[src/source/ntt_ctrl_pkg.sv]
package ntt_ctrl_pkg;

    // ----------------------------------------
    // Sizes and strides
    // ----------------------------------------
    localparam int MEM_ADDR_WIDTH      = 15;
    localparam int TWIDDLE_ADDR_WIDTH  = 7;
    // 256 coefficients packed four per word
    localparam int NTT_WORDS_PER_ROUND = 64;
    localparam int NTT_NUM_ROUNDS      = 4;
    // Column stride of the forward read order
    localparam int NTT_READ_ADDR_STEP  = 16;

    typedef logic [MEM_ADDR_WIDTH-1:0]     mem_addr_t;
    typedef logic [TWIDDLE_ADDR_WIDTH-1:0] twiddle_addr_t;
    // One spare code so the count can reach NTT_NUM_ROUNDS
    typedef logic [2:0]                    round_t;

    // ----------------------------------------
    // Bundles
    // ----------------------------------------
    typedef struct packed {
        mem_addr_t src_base_addr;
        mem_addr_t interim_base_addr;
        mem_addr_t dest_base_addr;
    } ntt_base_addr_t;

    // Strobe plus word address, same shape for read and write
    typedef struct packed {
        logic      en;
        mem_addr_t addr;
    } mem_req_t;

    // Handed to both sequencers while round_start is high
    typedef struct packed {
        round_t    round;
        mem_addr_t rd_base;
        mem_addr_t wr_base;
    } round_info_t;

    typedef enum logic [1:0] {RC_IDLE, RC_START, RC_RUN, RC_DONE} round_state_t;
    typedef enum logic {RD_IDLE, RD_EXEC} rd_state_t;
    typedef enum logic {WR_IDLE, WR_MEM} wr_state_t;

endpackage

[src/source/ntt_ctrl.sv]
`timescale 1ns/100ps

module ntt_ctrl
    import ntt_ctrl_pkg::*;
(
    input  logic           clk,
    input  logic           reset_n,
    input  logic           zeroize,
    input  logic           ntt_enable,
    input  logic           butterfly_ready,
    input  ntt_base_addr_t base_addr,
    output mem_req_t       mem_rd,
    output mem_req_t       mem_wr,
    output twiddle_addr_t  twiddle_addr,
    output logic           bf_enable,
    output logic           busy,
    output logic           done
);

    // Round hand-off between the sequencers
    logic        round_start;
    round_info_t round_info;
    logic        rd_round_done;
    logic        wr_round_done;

    // Steps rounds and picks the bases
    ntt_round_ctrl round_ctrl_i (
        .clk           (clk),
        .reset_n       (reset_n),
        .zeroize       (zeroize),
        .ntt_enable    (ntt_enable),
        .base_addr     (base_addr),
        .rd_round_done (rd_round_done),
        .wr_round_done (wr_round_done),
        .round_start   (round_start),
        .round_info    (round_info),
        .busy          (busy),
        .done          (done)
    );

    // Producer side, stride-16 reads and twiddles
    ntt_read_seq read_seq_i (
        .clk           (clk),
        .reset_n       (reset_n),
        .zeroize       (zeroize),
        .round_start   (round_start),
        .round_info    (round_info),
        .mem_rd        (mem_rd),
        .twiddle_addr  (twiddle_addr),
        .bf_enable     (bf_enable),
        .rd_round_done (rd_round_done)
    );

    // Consumer side, writes paced by the butterfly
    ntt_write_seq write_seq_i (
        .clk             (clk),
        .reset_n         (reset_n),
        .zeroize         (zeroize),
        .round_start     (round_start),
        .round_info      (round_info),
        .butterfly_ready (butterfly_ready),
        .mem_wr          (mem_wr),
        .wr_round_done   (wr_round_done)
    );

endmodule

[src/source/ntt_read_seq.sv]
`timescale 1ns/100ps

module ntt_read_seq
    import ntt_ctrl_pkg::*;
(
    input  logic          clk,
    input  logic          reset_n,
    input  logic          zeroize,
    input  logic          round_start,
    input  round_info_t   round_info,
    output mem_req_t      mem_rd,
    output twiddle_addr_t twiddle_addr,
    output logic          bf_enable,
    output logic          rd_round_done
);

    // Step back from the bottom of a column to the top of the next one
    localparam mem_addr_t ADDR_STEP = mem_addr_t'(NTT_READ_ADDR_STEP);
    localparam mem_addr_t ADDR_WRAP = mem_addr_t'(NTT_WORDS_PER_ROUND - 1 - NTT_READ_ADDR_STEP);

    rd_state_t  state;
    logic [5:0] rd_count;
    mem_addr_t  rd_addr;
    round_t     rd_round;
    logic       last_read;
    logic       wrap;

    assign last_read = (state == RD_EXEC) && (rd_count == 6'(NTT_WORDS_PER_ROUND - 1));
    // Every fourth read leaves the column, e.g. 48 goes to 1
    assign wrap      = (rd_count[1:0] == 2'd3);

    // ----------------------------------------
    // Read FSM
    // ----------------------------------------
    always_ff @(posedge clk or negedge reset_n) begin
        if (!reset_n) begin
            state         <= RD_IDLE;
            rd_count      <= '0;
            rd_round      <= '0;
            bf_enable     <= 1'b0;
            rd_round_done <= 1'b0;
        end else if (zeroize) begin
            state         <= RD_IDLE;
            rd_count      <= '0;
            rd_round      <= '0;
            bf_enable     <= 1'b0;
            rd_round_done <= 1'b0;
        end else begin
            // Read data reaches the butterfly one cycle later
            bf_enable     <= mem_rd.en;
            rd_round_done <= last_read;
            if ((state == RD_IDLE) && round_start) begin
                state    <= RD_EXEC;
                rd_count <= '0;
                rd_round <= round_info.round;
            end else if (state == RD_EXEC) begin
                rd_count <= rd_count + 6'd1;
                if (last_read) begin
                    state <= RD_IDLE;
                end
            end
        end
    end

    // Address register
    always_ff @(posedge clk) begin
        if ((state == RD_IDLE) && round_start) begin
            rd_addr <= round_info.rd_base;
        end else if (state == RD_EXEC) begin
            rd_addr <= wrap ? rd_addr - ADDR_WRAP : rd_addr + ADDR_STEP;
        end
    end

    always_comb begin
        mem_rd.en   = (state == RD_EXEC);
        mem_rd.addr = rd_addr;
    end

    // Twiddle index advances with every read strobe
    ntt_twiddle_addr_gen twiddle_gen_i (
        .clk          (clk),
        .reset_n      (reset_n),
        .zeroize      (zeroize),
        .round        (rd_round),
        .clear        (round_start),
        .step         (mem_rd.en),
        .twiddle_addr (twiddle_addr)
    );

endmodule

[src/source/ntt_round_ctrl.sv]
`timescale 1ns/100ps

module ntt_round_ctrl
    import ntt_ctrl_pkg::*;
(
    input  logic           clk,
    input  logic           reset_n,
    input  logic           zeroize,
    input  logic           ntt_enable,
    input  ntt_base_addr_t base_addr,
    input  logic           rd_round_done,
    input  logic           wr_round_done,
    output logic           round_start,
    output round_info_t    round_info,
    output logic           busy,
    output logic           done
);

    round_state_t state;
    round_state_t state_nxt;
    round_t       round;
    logic         rd_done_seen;
    logic         wr_done_seen;
    logic         both_done;
    logic         last_round;

    // A done pulse counts in the same cycle it arrives
    assign both_done  = (rd_done_seen || rd_round_done) && (wr_done_seen || wr_round_done);
    assign last_round = (round == round_t'(NTT_NUM_ROUNDS - 1));

    // ----------------------------------------
    // Round FSM
    // ----------------------------------------
    always_comb begin
        state_nxt = state;
        unique case (state)
            RC_IDLE: begin
                // Start strobe is only looked at here
                if (ntt_enable) begin
                    state_nxt = RC_START;
                end
            end
            RC_START: begin
                state_nxt = RC_RUN;
            end
            RC_RUN: begin
                if (both_done) begin
                    state_nxt = last_round ? RC_DONE : RC_START;
                end
            end
            default: begin
                state_nxt = RC_IDLE;
            end
        endcase
    end

    always_ff @(posedge clk or negedge reset_n) begin
        if (!reset_n) begin
            state        <= RC_IDLE;
            round        <= '0;
            rd_done_seen <= 1'b0;
            wr_done_seen <= 1'b0;
        end else if (zeroize) begin
            state        <= RC_IDLE;
            round        <= '0;
            rd_done_seen <= 1'b0;
            wr_done_seen <= 1'b0;
        end else begin
            state <= state_nxt;
            if ((state == RC_RUN) && both_done) begin
                // Round closed, flags rearm for the next one
                round        <= round + round_t'(1);
                rd_done_seen <= 1'b0;
                wr_done_seen <= 1'b0;
            end else begin
                rd_done_seen <= rd_done_seen || rd_round_done;
                wr_done_seen <= wr_done_seen || wr_round_done;
            end
            if (state == RC_DONE) begin
                round <= '0;
            end
        end
    end

    // ----------------------------------------
    // Ping-pong base selection
    // ----------------------------------------
    always_comb begin
        round_info.round   = round;
        // Source first, then interim and dest take turns
        round_info.rd_base = (round == '0) ? base_addr.src_base_addr :
                             round[0]      ? base_addr.interim_base_addr :
                                             base_addr.dest_base_addr;
        round_info.wr_base = round[0] ? base_addr.dest_base_addr : base_addr.interim_base_addr;
    end

    assign round_start = (state == RC_START);
    // Busy drops in the done cycle
    assign busy        = (state == RC_START) || (state == RC_RUN);
    assign done        = (state == RC_DONE);

endmodule

[src/source/ntt_twiddle_addr_gen.sv]
`timescale 1ns/100ps

module ntt_twiddle_addr_gen
    import ntt_ctrl_pkg::*;
(
    input  logic          clk,
    input  logic          reset_n,
    input  logic          zeroize,
    input  round_t        round,
    input  logic          clear,
    input  logic          step,
    output twiddle_addr_t twiddle_addr
);

    twiddle_addr_t count;
    twiddle_addr_t span;
    twiddle_addr_t offset;

    // Offset of each round's twiddle block in the ROM, and its last index
    always_comb begin
        unique case (round)
            3'd0: begin
                span   = 7'd0;
                offset = 7'd0;
            end
            3'd1: begin
                span   = 7'd3;
                offset = 7'd1;
            end
            3'd2: begin
                span   = 7'd15;
                offset = 7'd5;
            end
            3'd3: begin
                span   = 7'd63;
                offset = 7'd21;
            end
            default: begin
                span   = 7'd0;
                offset = 7'd0;
            end
        endcase
    end

    always_ff @(posedge clk or negedge reset_n) begin
        if (!reset_n) begin
            count <= '0;
        end else if (zeroize || clear) begin
            count <= '0;
        end else if (step) begin
            // Wrap back to the block start after the span
            count <= (count == span) ? '0 : count + 7'd1;
        end
    end

    assign twiddle_addr = count + offset;

endmodule

[src/source/ntt_write_seq.sv]
`timescale 1ns/100ps

module ntt_write_seq
    import ntt_ctrl_pkg::*;
(
    input  logic        clk,
    input  logic        reset_n,
    input  logic        zeroize,
    input  logic        round_start,
    input  round_info_t round_info,
    input  logic        butterfly_ready,
    output mem_req_t    mem_wr,
    output logic        wr_round_done
);

    wr_state_t  state;
    logic [5:0] wr_count;
    mem_addr_t  wr_addr;
    logic       wr_en;

    // One write per butterfly result, only inside a round
    assign wr_en         = (state == WR_MEM) && butterfly_ready;
    // Flagged on the 64th write itself
    assign wr_round_done = wr_en && (wr_count == 6'(NTT_WORDS_PER_ROUND - 1));

    // ----------------------------------------
    // Write FSM
    // ----------------------------------------
    always_ff @(posedge clk or negedge reset_n) begin
        if (!reset_n) begin
            state    <= WR_IDLE;
            wr_count <= '0;
        end else if (zeroize) begin
            state    <= WR_IDLE;
            wr_count <= '0;
        end else if ((state == WR_IDLE) && round_start) begin
            state    <= WR_MEM;
            wr_count <= '0;
        end else if (wr_en) begin
            wr_count <= wr_count + 6'd1;
            if (wr_round_done) begin
                state <= WR_IDLE;
            end
        end
    end

    // Consecutive addresses from the round's write base
    always_ff @(posedge clk) begin
        if ((state == WR_IDLE) && round_start) begin
            wr_addr <= round_info.wr_base;
        end else if (wr_en) begin
            wr_addr <= wr_addr + mem_addr_t'(1);
        end
    end

    always_comb begin
        mem_wr.en   = wr_en;
        mem_wr.addr = wr_addr;
    end

endmodule

[config.mk]
export PLATFORM = sky130hd
export DESIGN_NAME = ntt_ctrl
export DESIGN_NICKNAME = d
export VERILOG_FILES = /design/src/source/ntt_ctrl_pkg.sv /design/src/source/ntt_ctrl.sv /design/src/source/ntt_read_seq.sv /design/src/source/ntt_round_ctrl.sv /design/src/source/ntt_twiddle_addr_gen.sv /design/src/source/ntt_write_seq.sv
export SDC_FILE = /design/constraint.sdc
export NUM_CORES = 1
export LEC_CHECK = 0
export ABC_AREA = 1
export BUFFER_PORTS_ARGS = -buffer_cell sky130_fd_sc_hd__buf_4
export CORE_MARGIN = 10
export CORE_UTILIZATION = 55
export CTS_CLUSTER_DIAMETER = 200
export DETAILED_ROUTE_END_ITERATION = 10
export HOLD_SLACK_MARGIN = 0.12
export MAX_ROUTING_LAYER = met4
export PLACE_DENSITY_LB_ADDON = 0.08
export RECOVER_POWER = 100
export SLEW_MARGIN = 20
export SYNTH_ARGS = -nofsm -noshare
export SYNTH_HDL_FRONTEND = slang
export SYNTH_SLANG_ARGS = --single-unit
export TNS_END_PERCENT = 30
[constraint.sdc]
create_clock -name clk -period 4.05 [get_ports clk]
set_clock_uncertainty 0.15 [all_clocks]
set_input_delay 0.81 -clock clk [delete_from_list [all_inputs] [get_ports clk]]
set_output_delay 0.81 -clock clk [all_outputs]
set_load 0.1 [all_outputs]
==> implementation parameters <==
Parameter                              Value

CTS
  Post-CTS clock slew at the launch and capture registers of the worst setup and hold paths    0.07 ns
  Number of buffers inserted by post-CTS setup repair    0
  Maximum count of clock buffers along a single path    2
  Clock Tree Root    clkbuf_8
  Clock tree sinks    63
  TritonCTS clock tree    done
  Clock latency on the worst-skew pair    0.35 ns
  Max H-tree Level    3
  Count of hold buffers inserted by post-cts repair    0
  Post-cts resize count    0
  Num CTS Buffers    9

GRT
  Pin count of the biggest net entering global routing    34
  Final global-route overflow total    0
  Vias in the first global route    4176
  Global-route wire length before repair    19900 um
  Initial antenna violation count    0
  Global Route Usage Sum    21.2%

Routing
  Total vias in the final route    4371
  First-pass DRT Iterations    5
  Initial detailed-routing violation count    165
  Final Routed Wirelength    12300 um
  Post-DRT Antenna Nets    0
  Average vias per placed instance    5.51
  Routed wire length per instance    15.5 um
  DRC viols    0

Outcome
  Run status    finished with violations
  Violated checks    max-capacitance violations, max-slew violations

Min path
  Worst Min Path Start    round_ctrl_i.rd_done_seen
  Worst hold endpoint    round_ctrl_i.rd_done_seen
  Min-Delay Path Class    flip-flop to flip-flop
  Min-Delay Path Depth    2

Timing
  Accumulated negative setup slack    0 ns
  Min setup slack post-route    0.469 ns
  Fin. max-slew vios    34
  Endpoints failing hold    0
  Maximum achievable frequency    279 MHz
  Portion of the clock cycle consumed by the worst path in the final layout    88.4%
  Actual slew at the worst max-slew pin    1.76 ns
  Number of setup violations in the final report    0
  RSZ-0062 raised after global routing    no
  Slew Limit Headroom    -17.4%
  Time the worst path needs with I/O delays and setup    3.58 ns

Critical path
  Reg-to-reg critical path endpoint    read_seq_i.rd_addr[14]
  R2R cell count    6
  Required time worst endpoint    3.09 ns
  Source of the worst register-to-register timing path    round_ctrl_i.state[0]
  Worst Path Max Fanout    3
  Worst reg-to-reg setup slack    1.49 ns
  Crit start category    flip-flop
  Capturing element type of the critical path    primary output
  Data arrival time at the worst-slack endpoint    2.62 ns
  Type of the worst setup path    flip-flop to primary output

Floorplan
  Overall die width    110 um
  Die height    110 um
  Die footprint    12000 um2
  Placeable core area    7770 um2
  Number of standard-cell rows in the floorplan    32
  I/O pin total    92
  Starting density of the core    56.8%

Placement
  Place WS    1.14 ns
  Detailed placer's ending HPWL    9260 um
  Placer Congestion    0.919
  Input/output buffers    91

Logic synthesis
  Register bit count reported by yosys    63
  Cell types occupying the most area after synthesis    edfxtp_1 (20%), dfrtp_1 (19%), nand2_1 (12%)
  Sequential area share after synthesis    39.1%
  Post-synthesis cell area    4410 um2
  Cell accounting for the most synthesized area    edfxtp_1
  Area share of the largest cell type after synthesis    20.4%
  Post-Syn Instances    601
  Per-instance average area after synthesis    7.34 um2
  Synth cell types    37
  Net count after synthesis    669
  Synth Warn #    0

Layout
  Fraction of final layout cells sized beyond drive strength 1    12.0%
  Most common cell after layout, fill and taps aside    nand2_1
  Number of nets at the end of the flow    755
  Most frequent cells in the layout    nand2_1 (147), inv_1 (64), nor2_1 (63), nand3_1 (60), o21ai_0 (55)
  Layout overhead on the synthesized area    16.5%
  Diodes inserted    0

Run
  Max-capacitance violation count    1

Pwr
  Worst supply voltage drop on vdd    0.000358 V
  Leakage    2.44 nW
  Power density normalized to cell area    689 nW/um2
==> registers in the layout, summed over array words and instances, names as in the netlist <==
register	cells
round_ctrl_i.state	2
round_ctrl_i.rd_done_seen	1
read_seq_i.rd_addr	15
write_seq_i.wr_addr	15
write_seq_i.state	1
read_seq_i.rd_count	6
read_seq_i.rd_round_done	1
read_seq_i.bf_enable	1
read_seq_i.state	1
round_ctrl_i.wr_done_seen	1
round_ctrl_i.round	3
read_seq_i.rd_round	3
write_seq_i.wr_count	6
read_seq_i.twiddle_gen_i.count	7
==> through the flow <==
step / cells / cell area (um2) / hold slack (ns) / power, W / utilization [%]
4_1_cts: 794 / 5320 / 0.257 / 0.00368 / 68.5
6_report: 794 / 5140 / 0.349 / 0.00354 / 66.2
3_5_place_dp: 778 / 5130 / 0.339 / 0.00315 / 66.1
5_1_grt: 794 / 5140 / 0.383 / 0.00374 / 66.2
2_1_floorplan: 601 / 4410 / 0.312 / 0.00272 / -
3_3_place_gp: 778 / 5130 / 0.327 / 0.00313 / 66.1
==> power breakdown <==
group          switching (W)  leakage (nW)  total [W]  internal (W)
registers           0.000190         0.744    0.00110      0.000910
logic                0.00158          1.60    0.00191      0.000329
clock network       0.000270        0.0985   0.000528      0.000258
total                0.00204          2.44    0.00354       0.00150
==> synthesized netlist by cell type, drive strengths merged <==
| cell type | n |
|---|---|
| o22ai | 9 |
| a31oi | 3 |
| a211oi | 1 |
| nand3 | 61 |
| or2 | 2 |
| nand2 | 152 |
| nand3b | 1 |
| ha | 18 |
| xor2 | 14 |
| edfxtp | 30 |
| inv | 67 |
| clkbuf | 3 |
| xnor2 | 4 |
| buf | 15 |
| a22o | 1 |
| o211ai | 9 |
| a21oi | 26 |
| and2 | 1 |
| nor3 | 14 |
| dfrtp | 33 |
| o21ai | 58 |
| a32oi | 1 |
| nor2 | 67 |
| a21o | 1 |
| o21bai | 2 |
| o31ai | 1 |
| nand4 | 7 |
==> worst max-delay path by stage <==
stage                     cells after the start         endpoint                   start  slack, ns
final                                         6  twiddle_addr[2]  read_seq_i.rd_round[0]       0.47
after global routing                         11  twiddle_addr[6]  read_seq_i.rd_round[2]       0.31
after detailed placement                     11  twiddle_addr[6]  read_seq_i.rd_round[2]       1.14
after floorplan                              10  twiddle_addr[6]  read_seq_i.rd_round[2]       0.32
after CTS                                    11  twiddle_addr[6]  read_seq_i.rd_round[2]       0.75
after global placement                       11  twiddle_addr[6]  read_seq_i.rd_round[2]       1.23
==> layout make-up <==
class                      instances  area [um2]
multi-input combinational        453        2320
clock inverter                     5        30.0
inverter                          67         251
fill                             743        2630
tap                              102         128
clock buffer                      11         153
sequential                        63        1730
timing repair buffer              93         533
==> cells by family (layout without fill, tap and decap cells) <==
logic type / Yosys count / after routing / share of synthesized area [%]
fa+ha+maj: 18 / 18 / 5.11
compound gates: 112 / 112 / 14.2
buf+inv: 85 / 176 / 8.00
xor+xnor: 18 / 18 / 3.57
flops: 63 / 63 / 39.1
simple gates: 305 / 305 / 30.0
==> per-layer routing <==
metal	part of all wire, %	global-route usage, %	wire, um
met1	43	25.1	5310
met2	49	35.9	6040
met3	6.4	4.45	784
met4	1.2	5.58	152
met5	0	-	0
==> worst max-delay path, stage by stage (launching register included) <==
cell and delay [ns]:
dfrtp_1 0.40, o21ai_0 0.32, inv_1 0.09, ha_1 0.21, ha_1 0.21, xor2_1 0.16
clkbuf_1 0.88
(Power assumes the default switching activity.)
